===== config.mk =====
export PLATFORM = sky130hd
export DESIGN_NAME = lfsrRandom
export DESIGN_NICKNAME = d
export VERILOG_FILES = /design/src/hdl/socBusPkg.sv /design/src/hdl/lfsrRandom.sv
export SDC_FILE = /design/constraint.sdc
export NUM_CORES = 1
export LEC_CHECK = 0
export ABC_AREA = 1
export BUFFER_PORTS_ARGS = -buffer_cell sky130_fd_sc_hd__buf_2
export CAP_MARGIN = 15
export CORE_MARGIN = 10
export CORE_UTILIZATION = 45
export DETAILED_ROUTE_END_ITERATION = 7
export PLACE_DENSITY = 0.71
export RECOVER_POWER = 25
export SYNTH_ARGS = -nofsm -noshare
export SYNTH_HDL_FRONTEND = slang
export SYNTH_SLANG_ARGS = --single-unit

===== constraint.sdc =====
create_clock -name clk -period 1.64 [get_ports clk]
set_input_delay 0.328 -clock clk [delete_from_list [all_inputs] [get_ports clk]]
set_output_delay 0.328 -clock clk [all_outputs]
set_load 0.05 [all_outputs]

===== src/hdl/socBusPkg.sv =====
// bus word and address sizes plus the request / response structs
package socBusPkg;

    // data and byte address widths of the cpu bus
    localparam int dataWidth   = 32;
    localparam int addrWidth   = 32;
    // one byte enable per data byte
    localparam int bweWidth    = dataWidth / 8;
    // word offset inside a region, as a slave sees it
    localparam int offsetWidth = 12;

    // access as driven by the bus master
    typedef struct packed {
        logic                   read;
        logic                   write;
        logic [bweWidth-1:0]    bwe;
        logic [addrWidth-1:0]   address;
        logic [dataWidth-1:0]   writeData;
    } busReq;

    // access after region decode, strobes and bwe already gated
    typedef struct packed {
        logic                   read;
        logic                   write;
        logic [bweWidth-1:0]    bwe;
        logic [offsetWidth-1:0] offset;
        logic [dataWidth-1:0]   writeData;
    } slaveReq;

    // answer of one slave, valid for a single cycle
    typedef struct packed {
        logic                   readValid;
        logic [dataWidth-1:0]   readData;
    } slaveRsp;

    // merged answer back to the master
    typedef struct packed {
        logic                   readValid;
        logic [dataWidth-1:0]   readData;
    } busRsp;

endpackage


===== src/hdl/lfsrRandom.sv =====
`timescale 1ns/1ps

module lfsrRandom (
    input   logic                   clk,
    input   logic                   arstN,

    input   socBusPkg::slaveReq     req,
    output  socBusPkg::slaveRsp     rsp
);

    // galois taps 32, 22, 2, 1 for a right-shifting register
    localparam logic [31:0] tapMask = 32'h8020_0003;

    // generator state and its next step
    logic  [31:0]                      state;
    logic  [31:0]                      nextState;

    // read return path
    logic                              readValid;
    logic  [socBusPkg::dataWidth-1:0]  readData;

    // shift right, fold taps in when a one drops out
    assign nextState = {1'b0, state[31:1]} ^ (state[0] ? tapMask : 32'd0);

    always_ff @(posedge clk or negedge arstN) begin
        if (!arstN) begin
            state     <= 32'd1;
            readValid <= 1'b0;
        end else begin
            readValid <= req.read;
            // zero seed would lock the register up
            if (req.write && (req.writeData != '0)) begin
                state <= req.writeData;
            end else if (req.read) begin
                state <= nextState;
            end
        end
    end

    // value handed out is the state before the step
    always_ff @(posedge clk) begin
        if (req.read) begin
            readData <= state;
        end
    end

    assign rsp.readValid = readValid;
    assign rsp.readData  = readData;

endmodule


==> impl_results.md <==
- Part of the Yosys area used for sequential elements: 59.5%
- Peak supply drop: 0.457 mV
- Post-Syn Area: 0.00300 mm^2
- Reg clk slew, reported paths: 0.07 ns
- WS Path Type: in -> reg
- Worst R2R Setup Slack: 0.49 ns
- Final min period: 1.30 ns
- Rel. slew slack: 42.8%
- Hold Buf Count CTS: 1
- Via density per instance: 4.93
- Post-CTS Setup Inserts: 0
- Skew-Pair Late Insertion Delay: 0.34 ns
- Ports: 85
- Syn Inst Count: 353
- CTS tree: yes
- Ys async rst share: 50.8%
- All-Layer GR Usage: 13.7%
- Final Max Tran Viols: 0
- Synth Area in Simple Gates: 31.1%
- # port buffers: 68
- Die footprint: 0.0103 mm^2
- Status: complete, no violations
- Core ar.: 0.00642 mm^2
- DP Wirelength: 4.85 mm
- Final setup violating endpoints: 0
- Number of flops mapped to enable cells by yosys: 32
- Crit path max fanout: 33
- Area Growth Syn to Fin: 21.4%
- Antenna Nets Post-Route: 0
- Share of cells above drive strength 1: 22.0%
- Final count of hold timing violations: 0
- Largest net degree at the start of global routing: 34
- H-tree depth: 3
- Syn Nets: 405
- Routed wire per std cell: 13.5 um
- Synth Area in Adders: 0%
- Netlist cell types: 18
- FF+latch count, synth: 65
- Clk root buf: clkbuf_8
- Clock sink total: 65
- Finished layout cell area: 0.00365 mm^2
- ANT cells: 0
- Gr ovfl total: 0
- Vias in the first global route: 2334
- Max Cap Violations: 0
- Critical Path Sink Type: register
- Dpl cell area: 0.00349 mm^2
- Mapped Avg Cell Area: 8.51 um^2
- DR pass1 iterations: 5
- Most used DFF post-synth: edfxtp_1
- Yosys warns: 0
- Sum Neg Setup Slack: 0 ns
- Fill count: 587
- Actual slew at the worst max-slew pin: 0.858 ns
- First-pass GRT wire length: 11.0 mm
- DIE WIDTH: 102 um
- Final WL: 6.86 mm
- Remaining DRCs: 0
- CP required: 1.92 ns
- Row count: 29
- Leakage: 1.87 nW
- Worst Skew: 0.00815 ns
- Main combinational cell family by area after synthesis: simple AND/OR/NAND/NOR gates
- Fmax: 769 MHz
- Hold crit path type: in -> reg
- Resize count post-CTS: 0
- Mux cell area share after synthesis: 0%
- Initial DRC Count: 148
- Max Root-Sink Buffers: 2
- Final worst-path cycle share: 79.3%
- Placer Congestion: 0.807
- Xor-xnor portion of the synthesized cell area: 0%
- Chip height: 102 um
- Startpoint Class: primary input
- Final net count: 478
- Inserted Clock Buffers: 9
- Arr. time, crit path: 1.58 ns
- Via count: 2503
- Initial Util: 46.8%
- Total chip power: 3.90 mW
- Compound-Gate Fraction of Synth Area: 1.62%
- PwrDens: 1070 mW/mm^2
- Initial antenna violation count: 0
- Unrepaired setup endpoints after global routing: no
-- layout make-up --
class	count	area, um^2	area share, %
inverters	35	131	3.60
clock buffers	16	180	4.94
well taps	77	96.3	2.64
repair buffers	82	468	12.8
flip-flops and latches	65	1790	49.0
multi-input cells	233	982	26.9
-- cell usage in the layout (no fill, tap or decap), drive strengths merged --
cell / n
a21o: 1
clkbuf: 18
o21ai: 4
nand3: 64
dlygate4sd3: 1
nor2: 23
dfrtp: 32
inv: 34
dfstp: 1
buf: 79
nand4: 1
edfxtp: 32
nand2: 137
a21oi: 2
and2: 1
clkinv: 1
-- final timing paths --
path                           start            to  cells past startpoint
min in group asynchronous      arstN     state[11]                      3
max reg2reg                 state[0]     state[21]                      5
max in group asynchronous      arstN     state[24]                      3
max                          req[49]     state[17]                      6
min                          req[13]     state[13]                      5
min reg2reg                state[18]  readData[18]                      0
-- registers in the layout, indices dropped and copies added, names as in the netlist --
signal and cells:
readData 32, readValid 1, state 32
-- kinds of logic after synthesis --
logic type / after synthesis
compound gates: 7
buf+inv: 55
flops: 65
simple gates: 226
-- cell usage after synthesis (2+ instances only) --
cell | count | share of area, %
nand2_1 | 137 | 17
nand3_1 | 64 | 11
inv_1 | 34 | 4.2
dfrtp_1 | 32 | 27
edfxtp_1 | 32 | 32
nor2_1 | 23 | 2.9
clkbuf_1 | 9 | 1.1
buf_4 | 7 | 1.7
buf_1 | 3 | 0.37
o21ai_0 | 3 | 0.50
a21oi_1 | 2 | 0.33
-- metrics by stage --
step / hold WS, ns / util, % / cells / setup WS [ns]
floorplan: 0.0324 / - / 353 / 0.302
global placement: 0.299 / 54.3 / 491 / 0.0439
finish: 0.293 / 56.8 / 508 / 0.340
global route: 0.314 / 56.8 / 508 / 0.171
detailed placement: 0.306 / 54.3 / 491 / 0.0280
CTS: 0.282 / 57.2 / 508 / 0.334
-- report_power, final --
part	switching, mW	internal (mW)
Combinational	0.479	0.189
Clock	0.575	0.677
Sequential	0.0916	1.89
-- critical path, cell delays in order --
cell	delay, ns
buf_2	0.27
clkbuf_2	0.65
nand2_1	0.13
nand2_1	0.09
nand2_1	0.05
nand2_1	0.05
-- routing by layer --
| layer | vias up | global-route usage (%) | part of all wire [%] |
|---|---|---|---|
| li1 | 1269 | - | - |
| met1 | 1145 | 16.3 | 44 |
| met2 | 80 | 21.9 | 48 |
| met3 | 9 | 3.88 | 6.3 |
| met4 | 0 | 7.70 | 1.9 |
| met5 | - | 0 | 0 |
(Power assumes the default switching activity.)
