===== config.mk =====
export PLATFORM = sky130hd
export DESIGN_NAME = interruptController
export DESIGN_NICKNAME = d
export VERILOG_FILES = /design/src/hdl/socMapPkg.sv /design/src/hdl/interruptController.sv
export SDC_FILE = /design/constraint.sdc
export NUM_CORES = 1
export LEC_CHECK = 0
export BUFFER_PORTS_ARGS = -buffer_cell sky130_fd_sc_hd__buf_2
export CAP_MARGIN = 20
export CORE_ASPECT_RATIO = 1.1
export CORE_UTILIZATION = 45
export CTS_CLUSTER_DIAMETER = 200
export CTS_CLUSTER_SIZE = 16
export DETAILED_ROUTE_END_ITERATION = 12
export GPL_ROUTABILITY_DRIVEN = 0
export PLACE_DENSITY = 0.72
export SLEW_MARGIN = 40
export SYNTH_ARGS = -nofsm -noshare
export SYNTH_HDL_FRONTEND = slang
export SYNTH_SLANG_ARGS = --single-unit
export TNS_END_PERCENT = 5

===== constraint.sdc =====
create_clock -name clk -period 3.5 [get_ports clk]
set_clock_uncertainty 0.2 [all_clocks]
set_input_delay 0.7 -clock clk [delete_from_list [all_inputs] [get_ports clk]]
set_output_delay 0.7 -clock clk [all_outputs]
set_load 0.02 [all_outputs]

===== src/hdl/socMapPkg.sv =====
// address map and interrupt line numbering of the peripheral side
package socMapPkg;

    // region select lives in the top address byte
    localparam int regionMsb   = 31;
    localparam int regionLsb   = 24;
    localparam int regionWidth = regionMsb - regionLsb + 1;

    // byte address bits 1:0 are dropped, word offsets start here
    localparam int offsetLsb   = 2;

    // region codes
    localparam logic [regionWidth-1:0] regionRam    = 8'd0;
    localparam logic [regionWidth-1:0] regionRandom = 8'd1;
    localparam logic [regionWidth-1:0] regionTimer  = 8'd2;

    // interrupt controller size
    localparam int irqLines    = 16;
    localparam int irqNumWidth = 4;

    // timer channels occupy lines from here upward
    localparam int irqTimerBase = 0;

endpackage


===== src/hdl/interruptController.sv =====
`timescale 1ns/1ps

module interruptController (
    input   logic                                 clk,
    input   logic                                 arstN,

    input   logic [socMapPkg::irqLines-1:0]       triggerInterrupt,
    input   logic                                 interruptAcknowledge,
    input   logic [socMapPkg::irqNumWidth-1:0]    ackNumber,

    output  logic                                 interruptRequest,
    output  logic [socMapPkg::irqNumWidth-1:0]    irqNumber
);

    // latched interrupt lines
    logic  [socMapPkg::irqLines-1:0]  pending;

    // line being acknowledged this cycle
    logic  [socMapPkg::irqLines-1:0]  ackMask;

    always_comb begin
        ackMask = '0;
        if (interruptAcknowledge) begin
            ackMask[ackNumber] = 1'b1;
        end
    end

    // fresh trigger beats a clear on the same line
    always_ff @(posedge clk or negedge arstN) begin
        if (!arstN) begin
            pending <= '0;
        end else begin
            pending <= (pending & ~ackMask) | triggerInterrupt;
        end
    end

    assign interruptRequest = |pending;

    // fixed priority, lowest line number wins
    always_comb begin
        irqNumber = '0;
        for (int i = socMapPkg::irqLines - 1; i >= 0; i--) begin
            if (pending[i]) begin
                irqNumber = socMapPkg::irqNumWidth'(i);
            end
        end
    end

endmodule


==> metrics.md <==
| Metric | Value |
|---|---|
| Status | complete, but fails checks |
| Failing checks | design-rule violations |
| LEAKAGE | 0.430 nW |
| Most frequent cells in the layout | 27 x buf_2, 16 x dfrtp_1, 14 x nand2b_1 |
| Final Hold Fails | 0 |
| GRT overflow | 0 |
| DP Wirelength | 1450 um |
| Most common cell after layout, fill and taps aside | buf_2 |
| CP cell instances | nor4_2 > and3_1 > nand4_1 > buf_2 |
| Share of cells above drive strength 1 | 30.3% |
| Initial antenna violation count | 0 |
| Yosys warns | 0 |
| CP Capture Type | output pin |
| Ranking of synthesized cells by area | dfrtp_1 47%, nand2b_1 10%, o21ai_0 6.4% |
| Mean Syn Cell Area | 9.64 sq um |
| Post-synthesis cell type count | 24 |
| Slowest-stage cell, CP | dfrtp_1 |
| Highest routed layer | met4 |
| Post-CTS Setup Repair Bufs | 0 |
| Setup TNS | 0 ns |
| Core area | 1780 sq um |
| Pre-antenna DRT Iters | 8 |
| Max Root-Sink Buffers | 2 |
| Post-synthesis sequential area ratio | a little under half |
| RSZ-0062 raised after global routing | no |
| Met3 WL post-DR | between 100 and 150 um |
| Ports | 28 |
| Routed Antenna Nets | 0 |
| Maxcap violations | 0 |
| TritonCTS clock tree | built |
| Cells after synthesis | 89 |
| Synth top area share | about 47% |
| Largest area contributor in the netlist | dfrtp_1 |
| Vias post-DR | 771 |
| Number of global-route vias before repair | ~630 |
| Largest net degree at the start of global routing | 17 |
| Clock root cell | clkbuf_4 |
| Biggest register | pending |
| Crit-path max cell delay | 0.41 ns |
| Drt drc | 2 |
| Fraction of the cycle the final worst path needs | approximately two thirds |
| Worst-path clk slew | 0.09 ns |
| Worst Setup Slack, final | 1.11 ns |
| Pwr dens | 335 nW/um^2 |
| Metal-1 WL | roughly 810 um |
| Critical path class | reg2out |
| DRT iter0 DRCs | 12 |
| Sequential Area | 400 sq um |
| Multi-input gate area | 442 sq um |
| CTS Hold Bufs | 0 |
| Largest registers | pending: 16 flops |
| Fmax | 418 MHz |
| CTS buffer count | 3 |
| Nets | ~140 |
| Final Max Slew Viols | 0 |
| Largest register FFs | 16 |
| Hold crit path type | in2async |
| Post-DR wirelength/cell | about 13 um |
| Setup WS pre-CTS | around 1.4 ns |
| Die Width | 43.6 um |
| Yosys reg bits | 16 |
| Site Rows | 16 |
| Via density | between 5 and 6 |
| Post_cts resized | 0 |
| Height of the die | around 48 um |
| Syn Nets | 112 |
| R2r worst-path depth | 2 |
| VDD IR-drop max | 0.255 mV |
| Initial Util | 48.2% |
| Clk Latency, worst-skew pair | 0.28 ns |
| Die Area | 2090 sq um |
| Slew @ Worst Pin | 0.354 ns |
| H-Tree Depth | 1 |
| # diodes | 0 |
| Worst slew margin | about 76% |
| Final Setup Violations | 0 |
| Crit Path Max Fanout | 4 |
| Routed wl met2 | a little under 900 um |
| Required time worst endpoint | 2.60 ns |
| Post-Syn Area | 858 sq um |
| GRT Overall Usage | a little under a fifth |
| Synth-to-Final Area Change | 22.0% |
| # port buffers | 27 |
| Fillers | between 150 and 200 |
| Worst setup SP type | register |
| Fin crit period | 2.39 ns |
| Critical Path AT | 1.49 ns |
| Clock Sinks | 16 |
| Global-route wire length before repair | 2740 um |
| DRT Wirelength | 1840 um |
worst max-delay path, delay by kind of cell, from the launching register on:
family / cells / cell delay (ns)
flip-flops: 1 / 0.41
AND/OR/NAND/NOR: 3 / 0.61
buffers and inverters: 1 / 0.18
path summary, 6_finish.rpt:
path                                  start  slack (ns)               end
worst max-delay path            pending[11]        1.11  interruptRequest
worst min-delay path                  arstN        0.11        pending[5]
worst max register to register   pending[6]        2.57        pending[6]
worst min register to register   pending[1]        0.33        pending[1]
max in group asynchronous             arstN        2.74       pending[12]
min in group clk                 pending[1]        0.33        pending[1]
report_power, final:
part | internal (mW) | switching (mW)
Combinational | 0.0182 | 0.0180
Clock | 0.0633 | 0.0574
Sequential | 0.189 | 0.00500
through the flow:
| stage | power (mW) | instances | hold WS [ns] | util (%) | cell area (sq um) |
|---|---|---|---|---|---|
| finish | 0.351 | 137 | 0.107 | 58.8 | 1050 |
| global route | 0.363 | 137 | 0.126 | 58.8 | 1050 |
| CTS | 0.354 | 137 | 0.115 | 58.8 | 1050 |
| detailed placement | 0.234 | 133 | 0.311 | 56.7 | 1010 |
| global placement | 0.233 | 133 | 0.307 | 56.7 | 1010 |
| floorplan | 0.212 | 89 | 0.204 | - | 858 |
cells by family (layout without fill, tap and decap cells):
group	after synthesis	after routing	synth area share, %
simple gates	43	43	33.1
flops	16	16	46.6
buf+inv	4	34	1.89
compound gates	26	26	18.4
Yosys cell counts:
master	instances
nand3_1	2
nand3b_1	2
nor3b_1	1
a21oi_1	4
nor4_4	1
nand4_1	1
dfrtp_1	16
o22ai_1	1
nor3b_4	1
and3_1	1
or2b_1	1
nand2_1	6
a31oi_1	1
nand2b_4	2
nor2_1	7
nor3_1	3
o311a_1	1
nor4_2	1
inv_1	3
a21o_1	4
buf_2	1
o21ai_0	11
nand2b_1	14
o31ai_1	4
layout make-up:
cell class | count | share of cell area [%]
timing repair buffer | 27 | 12.9
inverter | 3 | 1.08
multi-input combinational | 69 | 42.2
clock buffer | 4 | 3.46
sequential | 16 | 38.2
tap | 18 | 2.15
routing by layer:
| layer | vias up | track usage (%) |
|---|---|---|
| met5 | - | 0 |
| met4 | 0 | 9.38 |
| met3 | 4 | 3.40 |
| met2 | 32 | 30.1 |
| met1 | 358 | 24.8 |
| li1 | 377 | - |
No activity file was read; power rests on OpenSTA's default activity.
