**config.mk**
```make
export PLATFORM = sky130hd
export DESIGN_NAME = busInterconnect
export DESIGN_NICKNAME = d
export VERILOG_FILES = /design/src/hdl/socBusPkg.sv /design/src/hdl/socMapPkg.sv /design/src/hdl/busInterconnect.sv
export SDC_FILE = /design/constraint.sdc
export NUM_CORES = 1
export LEC_CHECK = 0
export BUFFER_PORTS_ARGS = -buffer_cell sky130_fd_sc_hd__buf_2
export CAP_MARGIN = 20
export CORE_AREA = 2 2 137 139
export DETAILED_ROUTE_END_ITERATION = 10
export DIE_AREA = 0 0 139 141
export MAX_ROUTING_LAYER = met4
export SYNTH_ARGS = -nofsm -noshare
export SYNTH_HDL_FRONTEND = slang
export SYNTH_SLANG_ARGS = --single-unit
```
**constraint.sdc**
```tcl
create_clock -name clk -period 1.45 [get_ports clk]
set_input_delay 0.2175 -clock clk [delete_from_list [all_inputs] [get_ports clk]]
set_output_delay 0.2175 -clock clk [all_outputs]
set_load 0.005 [all_outputs]
```
**src/hdl/socBusPkg.sv**
```systemverilog
// bus word and address sizes plus the request / response structs
package socBusPkg;

    // data and byte address widths of the cpu bus
    localparam int dataWidth   = 32;
    localparam int addrWidth   = 32;
    // one byte enable per data byte
    localparam int bweWidth    = dataWidth / 8;
    // word offset inside a region, as a slave sees it
    localparam int offsetWidth = 12;

    // access as driven by the bus master
    typedef struct packed {
        logic                   read;
        logic                   write;
        logic [bweWidth-1:0]    bwe;
        logic [addrWidth-1:0]   address;
        logic [dataWidth-1:0]   writeData;
    } busReq;

    // access after region decode, strobes and bwe already gated
    typedef struct packed {
        logic                   read;
        logic                   write;
        logic [bweWidth-1:0]    bwe;
        logic [offsetWidth-1:0] offset;
        logic [dataWidth-1:0]   writeData;
    } slaveReq;

    // answer of one slave, valid for a single cycle
    typedef struct packed {
        logic                   readValid;
        logic [dataWidth-1:0]   readData;
    } slaveRsp;

    // merged answer back to the master
    typedef struct packed {
        logic                   readValid;
        logic [dataWidth-1:0]   readData;
    } busRsp;

endpackage

```
**src/hdl/socMapPkg.sv**
```systemverilog
// address map and interrupt line numbering of the peripheral side
package socMapPkg;

    // region select lives in the top address byte
    localparam int regionMsb   = 31;
    localparam int regionLsb   = 24;
    localparam int regionWidth = regionMsb - regionLsb + 1;

    // byte address bits 1:0 are dropped, word offsets start here
    localparam int offsetLsb   = 2;

    // region codes
    localparam logic [regionWidth-1:0] regionRam    = 8'd0;
    localparam logic [regionWidth-1:0] regionRandom = 8'd1;
    localparam logic [regionWidth-1:0] regionTimer  = 8'd2;

    // interrupt controller size
    localparam int irqLines    = 16;
    localparam int irqNumWidth = 4;

    // timer channels occupy lines from here upward
    localparam int irqTimerBase = 0;

endpackage

```
**src/hdl/busInterconnect.sv**
```systemverilog
`timescale 1ns/1ps

module busInterconnect (
    input   logic                   clk,
    input   logic                   arstN,

    input   socBusPkg::busReq       req,
    output  socBusPkg::busRsp       rsp,

    output  socBusPkg::slaveReq     ramReq,
    output  socBusPkg::slaveReq     randomReq,
    output  socBusPkg::slaveReq     timerReq,

    input   socBusPkg::slaveRsp     ramRsp,
    input   socBusPkg::slaveRsp     randomRsp,
    input   socBusPkg::slaveRsp     timerRsp
);

    // region field of the current access
    logic  [socMapPkg::regionWidth-1:0]  region;

    // one-hot region hits
    logic          hitRam;
    logic          hitRandom;
    logic          hitTimer;
    logic          hitNone;

    // unmapped read answered by the interconnect itself
    logic          unmappedValid;

    // build a slave access, strobes only when the region matches
    function automatic socBusPkg::slaveReq steer(
        input socBusPkg::busReq r,
        input logic             hit
    );
        socBusPkg::slaveReq s;
        s.read      = r.read & hit;
        s.write     = r.write & hit;
        // bwe only meaningful on a steered write
        s.bwe       = r.bwe & {socBusPkg::bweWidth{r.write & hit}};
        s.offset    = r.address[socMapPkg::offsetLsb +: socBusPkg::offsetWidth];
        s.writeData = r.writeData;
        return s;
    endfunction

    assign region    = req.address[socMapPkg::regionMsb:socMapPkg::regionLsb];

    assign hitRam    = (region == socMapPkg::regionRam);
    assign hitRandom = (region == socMapPkg::regionRandom);
    assign hitTimer  = (region == socMapPkg::regionTimer);
    assign hitNone   = ~(hitRam | hitRandom | hitTimer);

    assign ramReq    = steer(req, hitRam);
    assign randomReq = steer(req, hitRandom);
    assign timerReq  = steer(req, hitTimer);

    // flag an unmapped read, answered next cycle like any slave
    always_ff @(posedge clk or negedge arstN) begin
        if (!arstN) begin
            unmappedValid <= 1'b0;
        end else begin
            unmappedValid <= req.read & hitNone;
        end
    end

    // at most one responder per cycle, pick whichever is valid
    always_comb begin
        rsp.readValid = 1'b0;
        rsp.readData  = '0;
        if (ramRsp.readValid) begin
            rsp.readValid = 1'b1;
            rsp.readData  = ramRsp.readData;
        end else if (randomRsp.readValid) begin
            rsp.readValid = 1'b1;
            rsp.readData  = randomRsp.readData;
        end else if (timerRsp.readValid) begin
            rsp.readValid = 1'b1;
            rsp.readData  = timerRsp.readData;
        end else if (unmappedValid) begin
            // zero word, keeps the master from hanging
            rsp.readValid = 1'b1;
        end
    end

endmodule

```
==> results.yml <==
setup_path:
  critPathKind: "in -> out"
  crit_chain: "buf_8 > or4_4 > buf_6 > nor4_4 > buf_2"
  critPathMaxFanout: 5
  cpMaxStageDelayCell: "or4_4"
  cpPeakStageDelay_ns: 0.59
  required_ns: 1.23
  path_buf_inv: 3
  startpoint_type: "primary input"
  cp_top_family: "simple AND/OR/NAND/NOR gates"
  end_kind: "output pin"
  cp.arrival_ns: 1.35
die:
  initial_core_util_pct: 11.7
  die_area_mm2: 0.0196
  num_rows: 50
  fp.dieH_um: 141
  die_w_um: 139
  io_pins: 354
  core-area_mm2: 0.0183
detailed_routing:
  final_antenna_net_count: 0
  routed_via_density: 3.67
  drtIter0Drc: 42
  vias: 2152
  route.detailed.drc: 0
  wl_um: 8050
  wl_per_cell_um: 13.7
  firstDrtPassIters: 4
final_layout:
  syn2layout_area_growth_pct: 20.7
  nFillCells: 2107
  antenna_cells: 0
  fin_nets: 525
  seq_area_um2: 25.0
  final_common_cell: "buf_2"
  final_cells: 586
  reg_top3: "unmappedValid x1"
  drive_gt1_share_pct: 58.0
  multi_input_area_mm2: 0.00116
  regMostFlops: "unmappedValid"
  layout_common_cells: "160 x buf_2, 64 x a21oi_1, 33 x nand3b_1"
  largest_register_ffs: 1
placed_design:
  place.gp.congestion: 0.703
  place_inst: 581
  port_buffers: 165
  hpwl_um: 6150
logic_synthesis:
  ys_ff_latch: 1
  synthesis.area_mm2: 0.00214
  synth_nets: 493
  synth_area_per_cell_um2: 6.65
  yosysSeqAreaShare_pct: 1.17
  syn_inst: 322
  synthDistinctLibCells: 22
  ys_warn_count: 0
grt:
  grt_max_degree: 50
  grt_pass1_vias: 1981
  grt_antenna_before_repair: 1
  grt_pass1_wl_um: 11400
  grt_usage_pct: 7.45
  grt_remaining_overflow: 0
timing:
  hold_viol: 0
  rsz0062_at_grt: "yes"
  worst_pin_slew_ns: 0.472
  relSlewSlack_pct: 68.5
  slew_viol_final: 0
  fmaxAchievable_mhz: 637
  setup_violations: 16
  final.period_utilization_pct: 108
  min_period_ns: 1.57
  setup_slack_ns: -0.120
job:
  maxCapViolCount: 0
power_and_ir_drop:
  power.density_mw_per_mm2: 245
  leakage_nw: 1.16
  peakVddDrop_uv: 114
  total_power_mw: 0.634
min_path:
  min_path_type: "in -> out"
status:
  violations: "setup timing"
  status: "complete, but fails checks"
-- per-layer routing --
| metal | track usage, % | part of all wire, % | vias up |
|---|---|---|---|
| li1 | - | - | 1014 |
| met5 | - | 0 | - |
| met2 | 11.3 | 42 | 179 |
| met4 | 2.07 | 2.6 | 0 |
| met1 | 9.24 | 42 | 928 |
| met3 | 2.85 | 13 | 31 |
-- final timing paths --
path	startpoint	to	slack, ns	depth (start not counted)
min in group asynchronous	arstN	unmappedValid	0.54	2
max in group asynchronous	arstN	unmappedValid	0.82	2
max	req[59]	ramReq[46]	-0.12	5
min	req[19]	ramReq[19]	0.44	0
-- synthesized netlist by cell type (all sizes together) --
master	number	area share (%)
dfrtp	1	1.2
or3	1	0.29
nor4	14	6.3
a21oi	64	15
nor2b	32	9.4
nor3	4	0.94
nand3b	33	12
or2	1	0.29
inv	6	1.1
and2	1	0.29
or4	2	0.88
clkbuf	20	3.5
nand2b	1	0.29
o31a	1	0.41
nand2	6	1.1
buf	135	48
-- through the flow --
| stage | TNS, ns | hold WS [ns] | cell area (um^2) | worst slack (ns) | utilization, % |
|---|---|---|---|---|---|
| after floorplan | -0.151 | -0.0781 | 2180 | -0.0362 | - |
| after global placement | -3.80 | -0.00663 | 2360 | -0.279 | 12.9 |
| after detailed placement | -3.96 | -0.00611 | 2360 | -0.277 | 12.9 |
| after CTS | -1.20 | 0.435 | 2530 | -0.155 | 13.8 |
| after global routing | -1.98 | 0.435 | 2580 | -0.174 | 14.2 |
| final | -1.12 | 0.435 | 2580 | -0.120 | 14.2 |
-- kinds of logic after synthesis --
group	Yosys count	share of synthesized area [%]
buffers and inverters	161	52.2
AND/OR/NAND/NOR	95	31.2
AO/OA/AOI/OAI	65	15.4
flip-flops	1	1.17
-- where the power goes --
group	switching [mW]	internal, mW	total (mW)
clock	0	0	0
sequential	0.000654	0.0299	0.0306
combinational	0.288	0.315	0.604
-- area by class of cell --
type,instances,area share [%]
inverters,6,0.871
multi-input cells,162,45.1
flip-flops and latches,1,0.968
well taps,234,11.3
repair buffers,183,41.8
-- timing repair --
| item | CTS | global route |
|---|---|---|
| hold buffers | 1 | 0 |
| resized for setup | 25 | 7 |
| hold endpoints to repair | 1 | 0 |
| buffers inserted | 0 | 1 |
| endpoints found under the setup margin | 19 | 18 |
| cloned | 3 | 0 |
| pin swaps | 20 | 4 |
Power figures use the tool's default switching activity.
