$ cat config.mk
export PLATFORM = sky130hd
export DESIGN_NAME = systemTimer
export DESIGN_NICKNAME = d
export VERILOG_FILES = /design/src/hdl/socBusPkg.sv /design/src/hdl/systemTimer.sv
export SDC_FILE = /design/constraint.sdc
export NUM_CORES = 1
export LEC_CHECK = 0
export ABC_AREA = 0
export ABC_CLOCK_PERIOD_IN_PS = 3870
export BUFFER_PORTS_ARGS = -buffer_cell sky130_fd_sc_hd__buf_2
export CELL_PAD_IN_SITES_DETAIL_PLACEMENT = 2
export CELL_PAD_IN_SITES_GLOBAL_PLACEMENT = 2
export CORE_MARGIN = 3
export CORE_UTILIZATION = 41
export CTS_CLUSTER_DIAMETER = 60
export DETAILED_ROUTE_END_ITERATION = 12
export PLACE_DENSITY_LB_ADDON = 0.1
export REMOVE_ABC_BUFFERS = 1
export SYNTH_ARGS = -nofsm -noshare
export SYNTH_HDL_FRONTEND = slang
export SYNTH_SLANG_ARGS = --single-unit
$ cat constraint.sdc
create_clock -name clk -period 3.87 [get_ports clk]
set_input_delay 0.774 -clock clk [delete_from_list [all_inputs] [get_ports clk]]
set_output_delay 0.774 -clock clk [all_outputs]
set_load 0.05 [all_outputs]
$ cat src/hdl/socBusPkg.sv
// bus word and address sizes plus the request / response structs
package socBusPkg;

    // data and byte address widths of the cpu bus
    localparam int dataWidth   = 32;
    localparam int addrWidth   = 32;
    // one byte enable per data byte
    localparam int bweWidth    = dataWidth / 8;
    // word offset inside a region, as a slave sees it
    localparam int offsetWidth = 12;

    // access as driven by the bus master
    typedef struct packed {
        logic                   read;
        logic                   write;
        logic [bweWidth-1:0]    bwe;
        logic [addrWidth-1:0]   address;
        logic [dataWidth-1:0]   writeData;
    } busReq;

    // access after region decode, strobes and bwe already gated
    typedef struct packed {
        logic                   read;
        logic                   write;
        logic [bweWidth-1:0]    bwe;
        logic [offsetWidth-1:0] offset;
        logic [dataWidth-1:0]   writeData;
    } slaveReq;

    // answer of one slave, valid for a single cycle
    typedef struct packed {
        logic                   readValid;
        logic [dataWidth-1:0]   readData;
    } slaveRsp;

    // merged answer back to the master
    typedef struct packed {
        logic                   readValid;
        logic [dataWidth-1:0]   readData;
    } busRsp;

endpackage

$ cat src/hdl/systemTimer.sv
`timescale 1ns/1ps

module systemTimer #(
    parameter int timerCount = 3
)(
    input   logic                   clk,
    input   logic                   arstN,

    input   socBusPkg::slaveReq     req,
    output  socBusPkg::slaveRsp     rsp,

    output  logic [timerCount-1:0]  timerIrq
);

    // register file layout
    // 0 .. n-1   reload values
    // n .. 2n-1  live counts, read only
    // 2n         enable mask
    localparam int countBase  = timerCount;
    localparam int enableAddr = 2 * timerCount;

    // per-channel reload and live count
    logic  [socBusPkg::dataWidth-1:0]  reload [timerCount];
    logic  [socBusPkg::dataWidth-1:0]  count  [timerCount];
    logic  [timerCount-1:0]            enable;

    // read return path
    logic  [socBusPkg::dataWidth-1:0]  readMux;
    logic                              readValid;
    logic  [socBusPkg::dataWidth-1:0]  readData;

    // irq fires in the cycle an enabled counter sits at zero
    always_comb begin
        for (int k = 0; k < timerCount; k++) begin
            timerIrq[k] = enable[k] && (count[k] == '0);
        end
    end

    always_ff @(posedge clk or negedge arstN) begin
        if (!arstN) begin
            for (int k = 0; k < timerCount; k++) begin
                reload[k] <= '0;
                count[k]  <= '0;
            end
            enable    <= '0;
            readValid <= 1'b0;
        end else begin
            readValid <= req.read;
            for (int k = 0; k < timerCount; k++) begin
                // reload write also restarts the count
                if (req.write && (req.offset == k)) begin
                    reload[k] <= req.writeData;
                    count[k]  <= req.writeData;
                end else if (timerIrq[k]) begin
                    count[k] <= reload[k];
                end else if (enable[k]) begin
                    count[k] <= count[k] - 1'b1;
                end
            end
            if (req.write && (req.offset == enableAddr)) begin
                enable <= req.writeData[timerCount-1:0];
            end
        end
    end

    // addressed register, zero for holes
    always_comb begin
        readMux = '0;
        for (int k = 0; k < timerCount; k++) begin
            if (req.offset == k) begin
                readMux = reload[k];
            end
            if (req.offset == countBase + k) begin
                readMux = count[k];
            end
        end
        if (req.offset == enableAddr) begin
            readMux[timerCount-1:0] = enable;
        end
    end

    always_ff @(posedge clk) begin
        if (req.read) begin
            readData <= readMux;
        end
    end

    assign rsp.readValid = readValid;
    assign rsp.readData  = readData;

endmodule

==> results of run 1 <==
timing repair:
item | CTS | global route
gates resized for setup | 0 | 1
setup endpoints to repair | 0 | 1
hold buffers | 0 | 0
per-layer routing:
metal	global-route usage	share of wire	wire, um
met5	0	0	0
met4	0.08257	0.027	1473
met3	0.05068	0.064	3551
met2	0.5662	0.48	26790
met1	0.4533	0.43	23580
worst paths after layout:
| kind | from | to | slack, ps | cells after the start |
|---|---|---|---|---|
| worst max-delay path | count[18] | timerIrq[2] | 90 | 5 |
| worst min register to register | reload[52] | reload[52] | 480 | 2 |
| worst min-delay path | arstN | reload[27] | 230 | 1 |
| min in group clk | reload[52] | reload[52] | 480 | 2 |
| max in group asynchronous | arstN | count[66] | 2630 | 2 |
| worst max register to register | count[18] | count[9] | 970 | 7 |
area by class of cell:
| cell class | instances | share of cell area |
|---|---|---|
| multi-input cells | 1139 | 0.4357 |
| flip-flops and latches | 228 | 0.4009 |
| clock buffers | 40 | 0.05874 |
| repair buffers | 127 | 0.05259 |
| well taps | 390 | 0.03335 |
| clock inverters | 15 | 0.01437 |
| inverters | 17 | 0.004361 |
synthesized netlist by cell type (all sizes together) (4+ instances only):
master / instances / area share
nand4b: 9 / 0.0063
nor4: 27 / 0.015
nand3b: 7 / 0.0042
or4: 7 / 0.0048
a21oi: 74 / 0.029
nand2b: 5 / 0.0025
o211ai: 49 / 0.029
or2: 5 / 0.0025
o22ai: 4 / 0.0020
a221o: 28 / 0.022
a22oi: 17 / 0.010
o21a: 5 / 0.0030
inv: 16 / 0.0048
nand4: 10 / 0.0050
clkbuf: 71 / 0.021
xor2: 26 / 0.018
nor3: 45 / 0.019
o31ai: 6 / 0.0036
nand3: 49 / 0.020
a22o: 5 / 0.0035
edfxtp: 32 / 0.076
nand2: 379 / 0.11
dfrtp: 196 / 0.39
and3: 4 / 0.0020
xnor2: 26 / 0.018
nor2: 113 / 0.034
a31oi: 14 / 0.0069
mux2i: 19 / 0.015
a21boi: 11 / 0.0065
buf: 10 / 0.0052
or3: 16 / 0.0079
and2: 8 / 0.0040
o21ai: 99 / 0.039
mux2: 30 / 0.027
state kept, by name, summed over array words and instances (netlist names):
register,flops
enable,3
readValid,1
count,96
reload,96
readData,32
per-stage QoR:
| stage | std cells | utilization |
|---|---|---|
| floorplan | 1384 | - |
| global placement | 1901 | 0.4527 |
| detailed placement | 1901 | 0.4527 |
| CTS | 1956 | 0.4884 |
| global route | 1956 | 0.4885 |
| finish | 1956 | 0.4885 |
critical path: stages (launching register included):
cell and delay, ps:
sky130_fd_sc_hd__dfrtp_1 440, sky130_fd_sc_hd__or4_4 580, sky130_fd_sc_hd__or4_4 470, sky130_fd_sc_hd__nand2b_1 310
sky130_fd_sc_hd__nor3_1 340, sky130_fd_sc_hd__clkbuf_4 300
power groups by stage:
stage          Combinational (W)  Clock, W  Sequential [W]
3_5_place_dp            0.000320         0         0.00253
5_1_grt                 0.000349   0.00319         0.00249
2_1_floorplan          0.0000780         0         0.00258
4_1_cts                 0.000326   0.00307         0.00248
3_3_place_gp            0.000313         0         0.00252
6_report                0.000327   0.00305         0.00248
cells by family (layout without fill, tap and decap cells):
logic type,Yosys count,in the layout,synth area share
adder cells (fa/ha/maj),3,3,0.002977
AND/OR/NAND/NOR,699,699,0.2498
flip-flops,228,228,0.4651
multiplexers,49,49,0.04187
AO/OA/AOI/OAI,336,336,0.1727
XOR/XNOR,52,52,0.03611
buffers and inverters,98,199,0.03135
==> impl_table.tex, run 1 <==
\begin{tabular}{lr}
\hline
Metric & Value \\
\hline
\multicolumn{2}{l}{\textbf{Worst setup path}} \\
Kind of end point of the critical path & primary output \\
Kind of critical path & flip-flop to primary output \\
Critical path data arrival time & 3010 ps \\
Launching element type of the critical path & flip-flop \\
Critical path peak fanout & 6 \\
Data required time of the worst path & 3100 ps \\
\multicolumn{2}{l}{\textbf{Global routing}} \\
Number of antenna violations at the first check in global routing & 1 \\
Via count of the first global-routing pass & 13,570 \\
Overall routing resource usage & 0.3346 \\
Largest net degree at the start of global routing & 76 \\
GR Overflow Total & 0 \\
First-pass GRT wire length & $\sim$86 mm \\
\multicolumn{2}{l}{\textbf{Power and ir drop}} \\
Power density normalized to cell area & 400.9 nW/um2 \\
Combinational fraction of design power & 0.056 \\
Int Pwr & 0.004425 W \\
IR Drop Worst-Case VDD & approximately 0.00035 V \\
Part of the total power dissipated in sequential elements & 0.424 \\
Fraction of power consumed by the clock network & 0.521 \\
Switching power share of the total & 0.2457 \\
Post-route total power & 0.005866 W \\
Static leakage & 6.649 nW \\
Switching component of the power & about 0.0014 W \\
\multicolumn{2}{l}{\textbf{Clock tree}} \\
Clock tree from TritonCTS & done \\
Clock transition at the register clock pins on the worst setup and hold paths after CTS & $\sim$60 ps \\
TritonCTS Buffers & 31 \\
Clock tree sinks & $\sim$230 \\
H-tree levels & 1 \\
Insertion delay to the later sink of the worst-skew pair & 560 ps \\
Maximum buffer depth of the clock tree & 3 \\
Post CTS Setup Buffer Count & 0 \\
CTS Root Buffer Type & sky130\_fd\_sc\_hd\_\_clkbuf\_16 \\
\multicolumn{2}{l}{\textbf{Cells and area}} \\
Top library cells by usage in the layout, fill and taps aside & sky130\_fd\_sc\_hd\_\_nand2\_1 (379), sky130\_fd\_sc\_hd\_\_dfrtp\_1 (196), sky130\_fd\_sc\_hd\_\_nor2\_1 (109) \\
Area taken by flip-flops and latches & 5866 um2 \\
Layout Cell Area excl Fill & 14,630 um2 \\
Area Growth Syn to Fin & 16.03\% \\
\# nets final & 1,599 \\
Number of diodes added for antenna fixing & 0 \\
FILL cells & between 3,000 and 4,000 \\
Share of cells above drive strength 1 & 0.1462 \\
Most frequent standard cell in the layout excluding fill and tap cells & sky130\_fd\_sc\_hd\_\_nand2\_1 \\
Area of the multi-input gates & 6376 um2 \\
\multicolumn{2}{l}{\textbf{STA}} \\
Relative slew slack & 0.1689 \\
WHS & 230.9 ps \\
Clock period minus final worst setup slack & 3781 ps \\
Final total negative setup slack & 0 ps \\
Setup repair after global routing missed its margin & no \\
Transition time of the tightest slew-check pin & 1245 ps \\
Maximum clock frequency & 0.2645 GHz \\
Worst setup slack after layout & about 90 ps \\
Clock skew after layout & 11.08 ps \\
Period Utilization, post-route & 0.9771 \\
Setup Viol. Count Final & 0 \\
Final-report max-slew violation count & 0 \\
Number of failing hold endpoints at the final stage & 0 \\
\multicolumn{2}{l}{\textbf{Floorplanning}} \\
Area of the die & 32,900 um2 \\
Num ports & 88 \\
Die H & 181.4 um \\
Die outline width & 181.4 um \\
Starting density of the core & 0.4210 \\
Number of core rows & 63 \\
Core area & 29,950 um2 \\
\multicolumn{2}{l}{\textbf{Detailed routing}} \\
Via Count & 12,440 \\
Number of remaining DRC errors & 0 \\
Number of vias per cell & 6.360 \\
Routed wire length per instance & 28.32 um \\
Final routed wirelength across all metal layers & 55.40 mm \\
Number of iterations in the first detailed-routing pass & 5 \\
Violation count after the first detailed-routing iteration & 1,003 \\
Antenna Violating Nets Remaining & 0 \\
\multicolumn{2}{l}{\textbf{Place}} \\
Area post-placement & 13,560 um2 \\
Port-buffer cells & 83 \\
Post-DP HPWL & 37.36 mm \\
Setup slack at placement & around 580 ps \\
Final weighted congestion of routability-driven global placement & 0.8826 \\
\multicolumn{2}{l}{\textbf{Logic synthesis}} \\
Synth Instances & 1,465 \\
Most instantiated flip-flop cell in the synthesis netlist & sky130\_fd\_sc\_hd\_\_dfrtp\_1 \\
Distinct cell type count after synthesis & 67 \\
Total standard cell area after synthesis & 12,610 um2 \\
Async SR Flop Fraction & 0.8596 \\
Avg Inst Size Synth & 8.608 um2 \\
Number of enable-type register cells in the synthesized netlist & 32 \\
Synth warnings & 0 \\
Seq/Total Area, Yosys & 0.4651 \\
Number of storage elements in the synthesis netlist & 228 \\
\multicolumn{2}{l}{\textbf{Status}} \\
Run status & finished clean \\
\multicolumn{2}{l}{\textbf{Hold path}} \\
Class of the worst hold path & primary input to asynchronous set/reset pin \\
\multicolumn{2}{l}{\textbf{Job}} \\
Maxcap violations & 0 \\
\hline
\end{tabular}
No activity file was read; power rests on OpenSTA's default activity.
==> run 2: changes to the inputs <==
Settings changed: PLACE_DENSITY set to 0.89, PLACE_DENSITY_LB_ADDON 0.1 to not set.
==> impl_table.tex, run 2 (synthesized netlist as in run 1, its figures left out) <==
\begin{tabular}{lr}
\hline
Metric & Value \\
\hline
\multicolumn{2}{l}{\textbf{Cells and area}} \\
Number of diodes added for antenna fixing & 0 \\
Area Growth Syn to Fin & 16.54\% \\
\# nets final & $\sim$1,600 \\
Share of cells above drive strength 1 & 0.1526 \\
Top library cells by usage in the layout, fill and taps aside & sky130\_fd\_sc\_hd\_\_nand2\_1 (379), sky130\_fd\_sc\_hd\_\_dfrtp\_1 (196), sky130\_fd\_sc\_hd\_\_nor2\_1 (109) \\
Most frequent standard cell in the layout excluding fill and tap cells & sky130\_fd\_sc\_hd\_\_nand2\_1 \\
Top flop regs & count x96, reload x96, readData x32 \\
\multicolumn{2}{l}{\textbf{Clock tree}} \\
Post CTS Setup Buffer Count & 0 \\
CTS Root Buffer Type & sky130\_fd\_sc\_hd\_\_clkbuf\_16 \\
Clock tree sinks & between 200 and 250 \\
Insertion delay to the later sink of the worst-skew pair & between 500 and 600 ps \\
CTS-repair resized insts & 0 \\
Clock tree from TritonCTS & done \\
H-tree levels & 1 \\
Clock transition at the register clock pins on the worst setup and hold paths after CTS & about 70 ps \\
TritonCTS Buffers & 30 \\
Maximum buffer depth of the clock tree & 3 \\
Post-CTS Hold Buffers & 0 \\
\multicolumn{2}{l}{\textbf{Floorplanning}} \\
Core area & between 20,000 and 30,000 um2 \\
Die outline width & 181.4 um \\
Area of the die & 32,900 um2 \\
Die H & 181.4 um \\
Starting density of the core & 0.4210 \\
Number of core rows & 63 \\
Num ports & around 90 \\
\multicolumn{2}{l}{\textbf{Worst setup path}} \\
Data required time of the worst path & 3100 ps \\
Number of cells on the critical path & 5 \\
Cell with the largest stage delay on the worst path & sky130\_fd\_sc\_hd\_\_nor4\_2 \\
Worst reg-to-reg path cell count & 9 \\
Bufs and invs on worst path & 2 \\
Kind of critical path & flip-flop to primary output \\
Cell-by-cell listing of the critical path & nor4\_2, nand4b\_1, or3\_1, clkinv\_1, buf\_2 \\
Critical path data arrival time & 3030 ps \\
Kind of cell adding the most delay to the critical path & simple AND/OR/NAND/NOR gates \\
Worst stage delay on the critical path & 630 ps \\
Launching element type of the critical path & flip-flop \\
Critical path peak fanout & 9 \\
Kind of end point of the critical path & primary output \\
\multicolumn{2}{l}{\textbf{Place}} \\
Final weighted congestion of routability-driven global placement & between 0.9 and 1 \\
Post-DP HPWL & 40.12 mm \\
Port-buffer cells & 83 \\
\multicolumn{2}{l}{\textbf{Detailed routing}} \\
Antenna Violating Nets Remaining & 0 \\
Routed wire length per instance & 34.24 um \\
Number of vias per cell & approximately 7.0 \\
Violation count after the first detailed-routing iteration & roughly 1,900 \\
Number of iterations in the first detailed-routing pass & 5 \\
Number of remaining DRC errors & 0 \\
Final routed wirelength across all metal layers & 67.21 mm \\
Via Count & between 10,000 and 15,000 \\
\multicolumn{2}{l}{\textbf{STA}} \\
Final-report max-slew violation count & 0 \\
Transition time of the tightest slew-check pin & 969.2 ps \\
Final total negative setup slack & 0 ps \\
Clock period minus final worst setup slack & $\sim$3800 ps \\
Maximum clock frequency & 0.2630 GHz \\
Relative slew slack & 0.3539 \\
WHS & 287.0 ps \\
Number of failing hold endpoints at the final stage & 0 \\
Clock skew after layout & approximately 18 ps \\
Setup repair after global routing missed its margin & no \\
Period Utilization, post-route & 0.9825 \\
Setup Viol. Count Final & 0 \\
\multicolumn{2}{l}{\textbf{Global routing}} \\
Largest net degree at the start of global routing & 91 \\
First-pass GRT wire length & 100.9 mm \\
GR Overflow Total & 0 \\
Via count of the first global-routing pass & 15,070 \\
Overall routing resource usage & 0.3995 \\
Number of antenna violations at the first check in global routing & 5 \\
\multicolumn{2}{l}{\textbf{Power and ir drop}} \\
Post-route total power & 0.005922 W \\
Int Pwr & $\sim$0.0043 W \\
Fraction of power consumed by the clock network & 0.520 \\
Switching component of the power & 0.001581 W \\
Combinational fraction of design power & 0.059 \\
Power density normalized to cell area & 402.9 nW/um2 \\
Switching power share of the total & 0.2670 \\
IR Drop Worst-Case VDD & 0.0003350 V \\
Part of the total power dissipated in sequential elements & 0.420 \\
Static leakage & 6.658 nW \\
\multicolumn{2}{l}{\textbf{Job}} \\
Maxcap violations & 0 \\
\multicolumn{2}{l}{\textbf{Hold path}} \\
Class of the worst hold path & primary input to asynchronous set/reset pin \\
\multicolumn{2}{l}{\textbf{Status}} \\
Run status & finished clean \\
\hline
\end{tabular}
[run 2: cell types whose count changed in the layout (fill, tap and decap cells not counted), moves of 2 or more]
cell	before	now
sky130_fd_sc_hd__clkinv_1	4	1
sky130_fd_sc_hd__clkinv_4	1	3
sky130_fd_sc_hd__clkinvlp_4	1	8
sky130_fd_sc_hd__buf_4	43	47
sky130_fd_sc_hd__clkbuf_8	6	4
sky130_fd_sc_hd__clkbuf_1	4	2
sky130_fd_sc_hd__buf_12	1	3
[run 2: path summary, 6_finish.rpt]
kind | slack [ps] | startpoint | end
max in group asynchronous | 2610 | arstN | reload[70]
min in group clk | 520 | reload[80] | reload[80]
setup reg to reg | 550 | count[34] | count[32]
setup / recovery | 70 | count[68] | timerIrq[0]
hold reg to reg | 520 | reload[80] | reload[80]
hold / removal | 290 | arstN | count[3]
[run 2: metrics by stage]
| stage | worst slack, ps | area (um2) | instances | util |
|---|---|---|---|---|
| floorplan | 94.84 | 12280 | 1384 | - |
| global placement | 531.9 | 13630 | 1907 | 0.4550 |
| detailed placement | 426.8 | 13630 | 1907 | 0.4550 |
| CTS | 96.56 | 14700 | 1963 | 0.4906 |
| global route | 0.5036 | 14700 | 1963 | 0.4906 |
| finish | 67.65 | 14700 | 1963 | 0.4906 |
[run 2: layout make-up]
type                    instances  area [um2]
clock buffers                  36       824.5
clock inverters                20       242.7
fillers                      3185       15260
inverters                      17       63.81
multi-input cells            1139        6375
flip-flops and latches        228        5866
well taps                     390       488.0
repair buffers                133       837.1
[run 2: per-layer routing]
layer | up-vias | global-route usage | wire length (um)
li1 | 5397 | - | -
met4 | 8 | 0.1658 | 3177
met5 | - | 0 | 51
met2 | 901 | 0.6717 | 32350
met3 | 268 | 0.1012 | 6213
met1 | 7154 | 0.4908 | 25410
[run 2: power groups by stage]
stage	registers (W)	clock network [W]	logic (W)
final	0.00249	0.00308	0.000352
after global routing	0.00249	0.00319	0.000366
after CTS	0.00249	0.00309	0.000343
after detailed placement	0.00253	0	0.000329
after global placement	0.00252	0	0.000313
after floorplan	0.00258	0	0.0000780
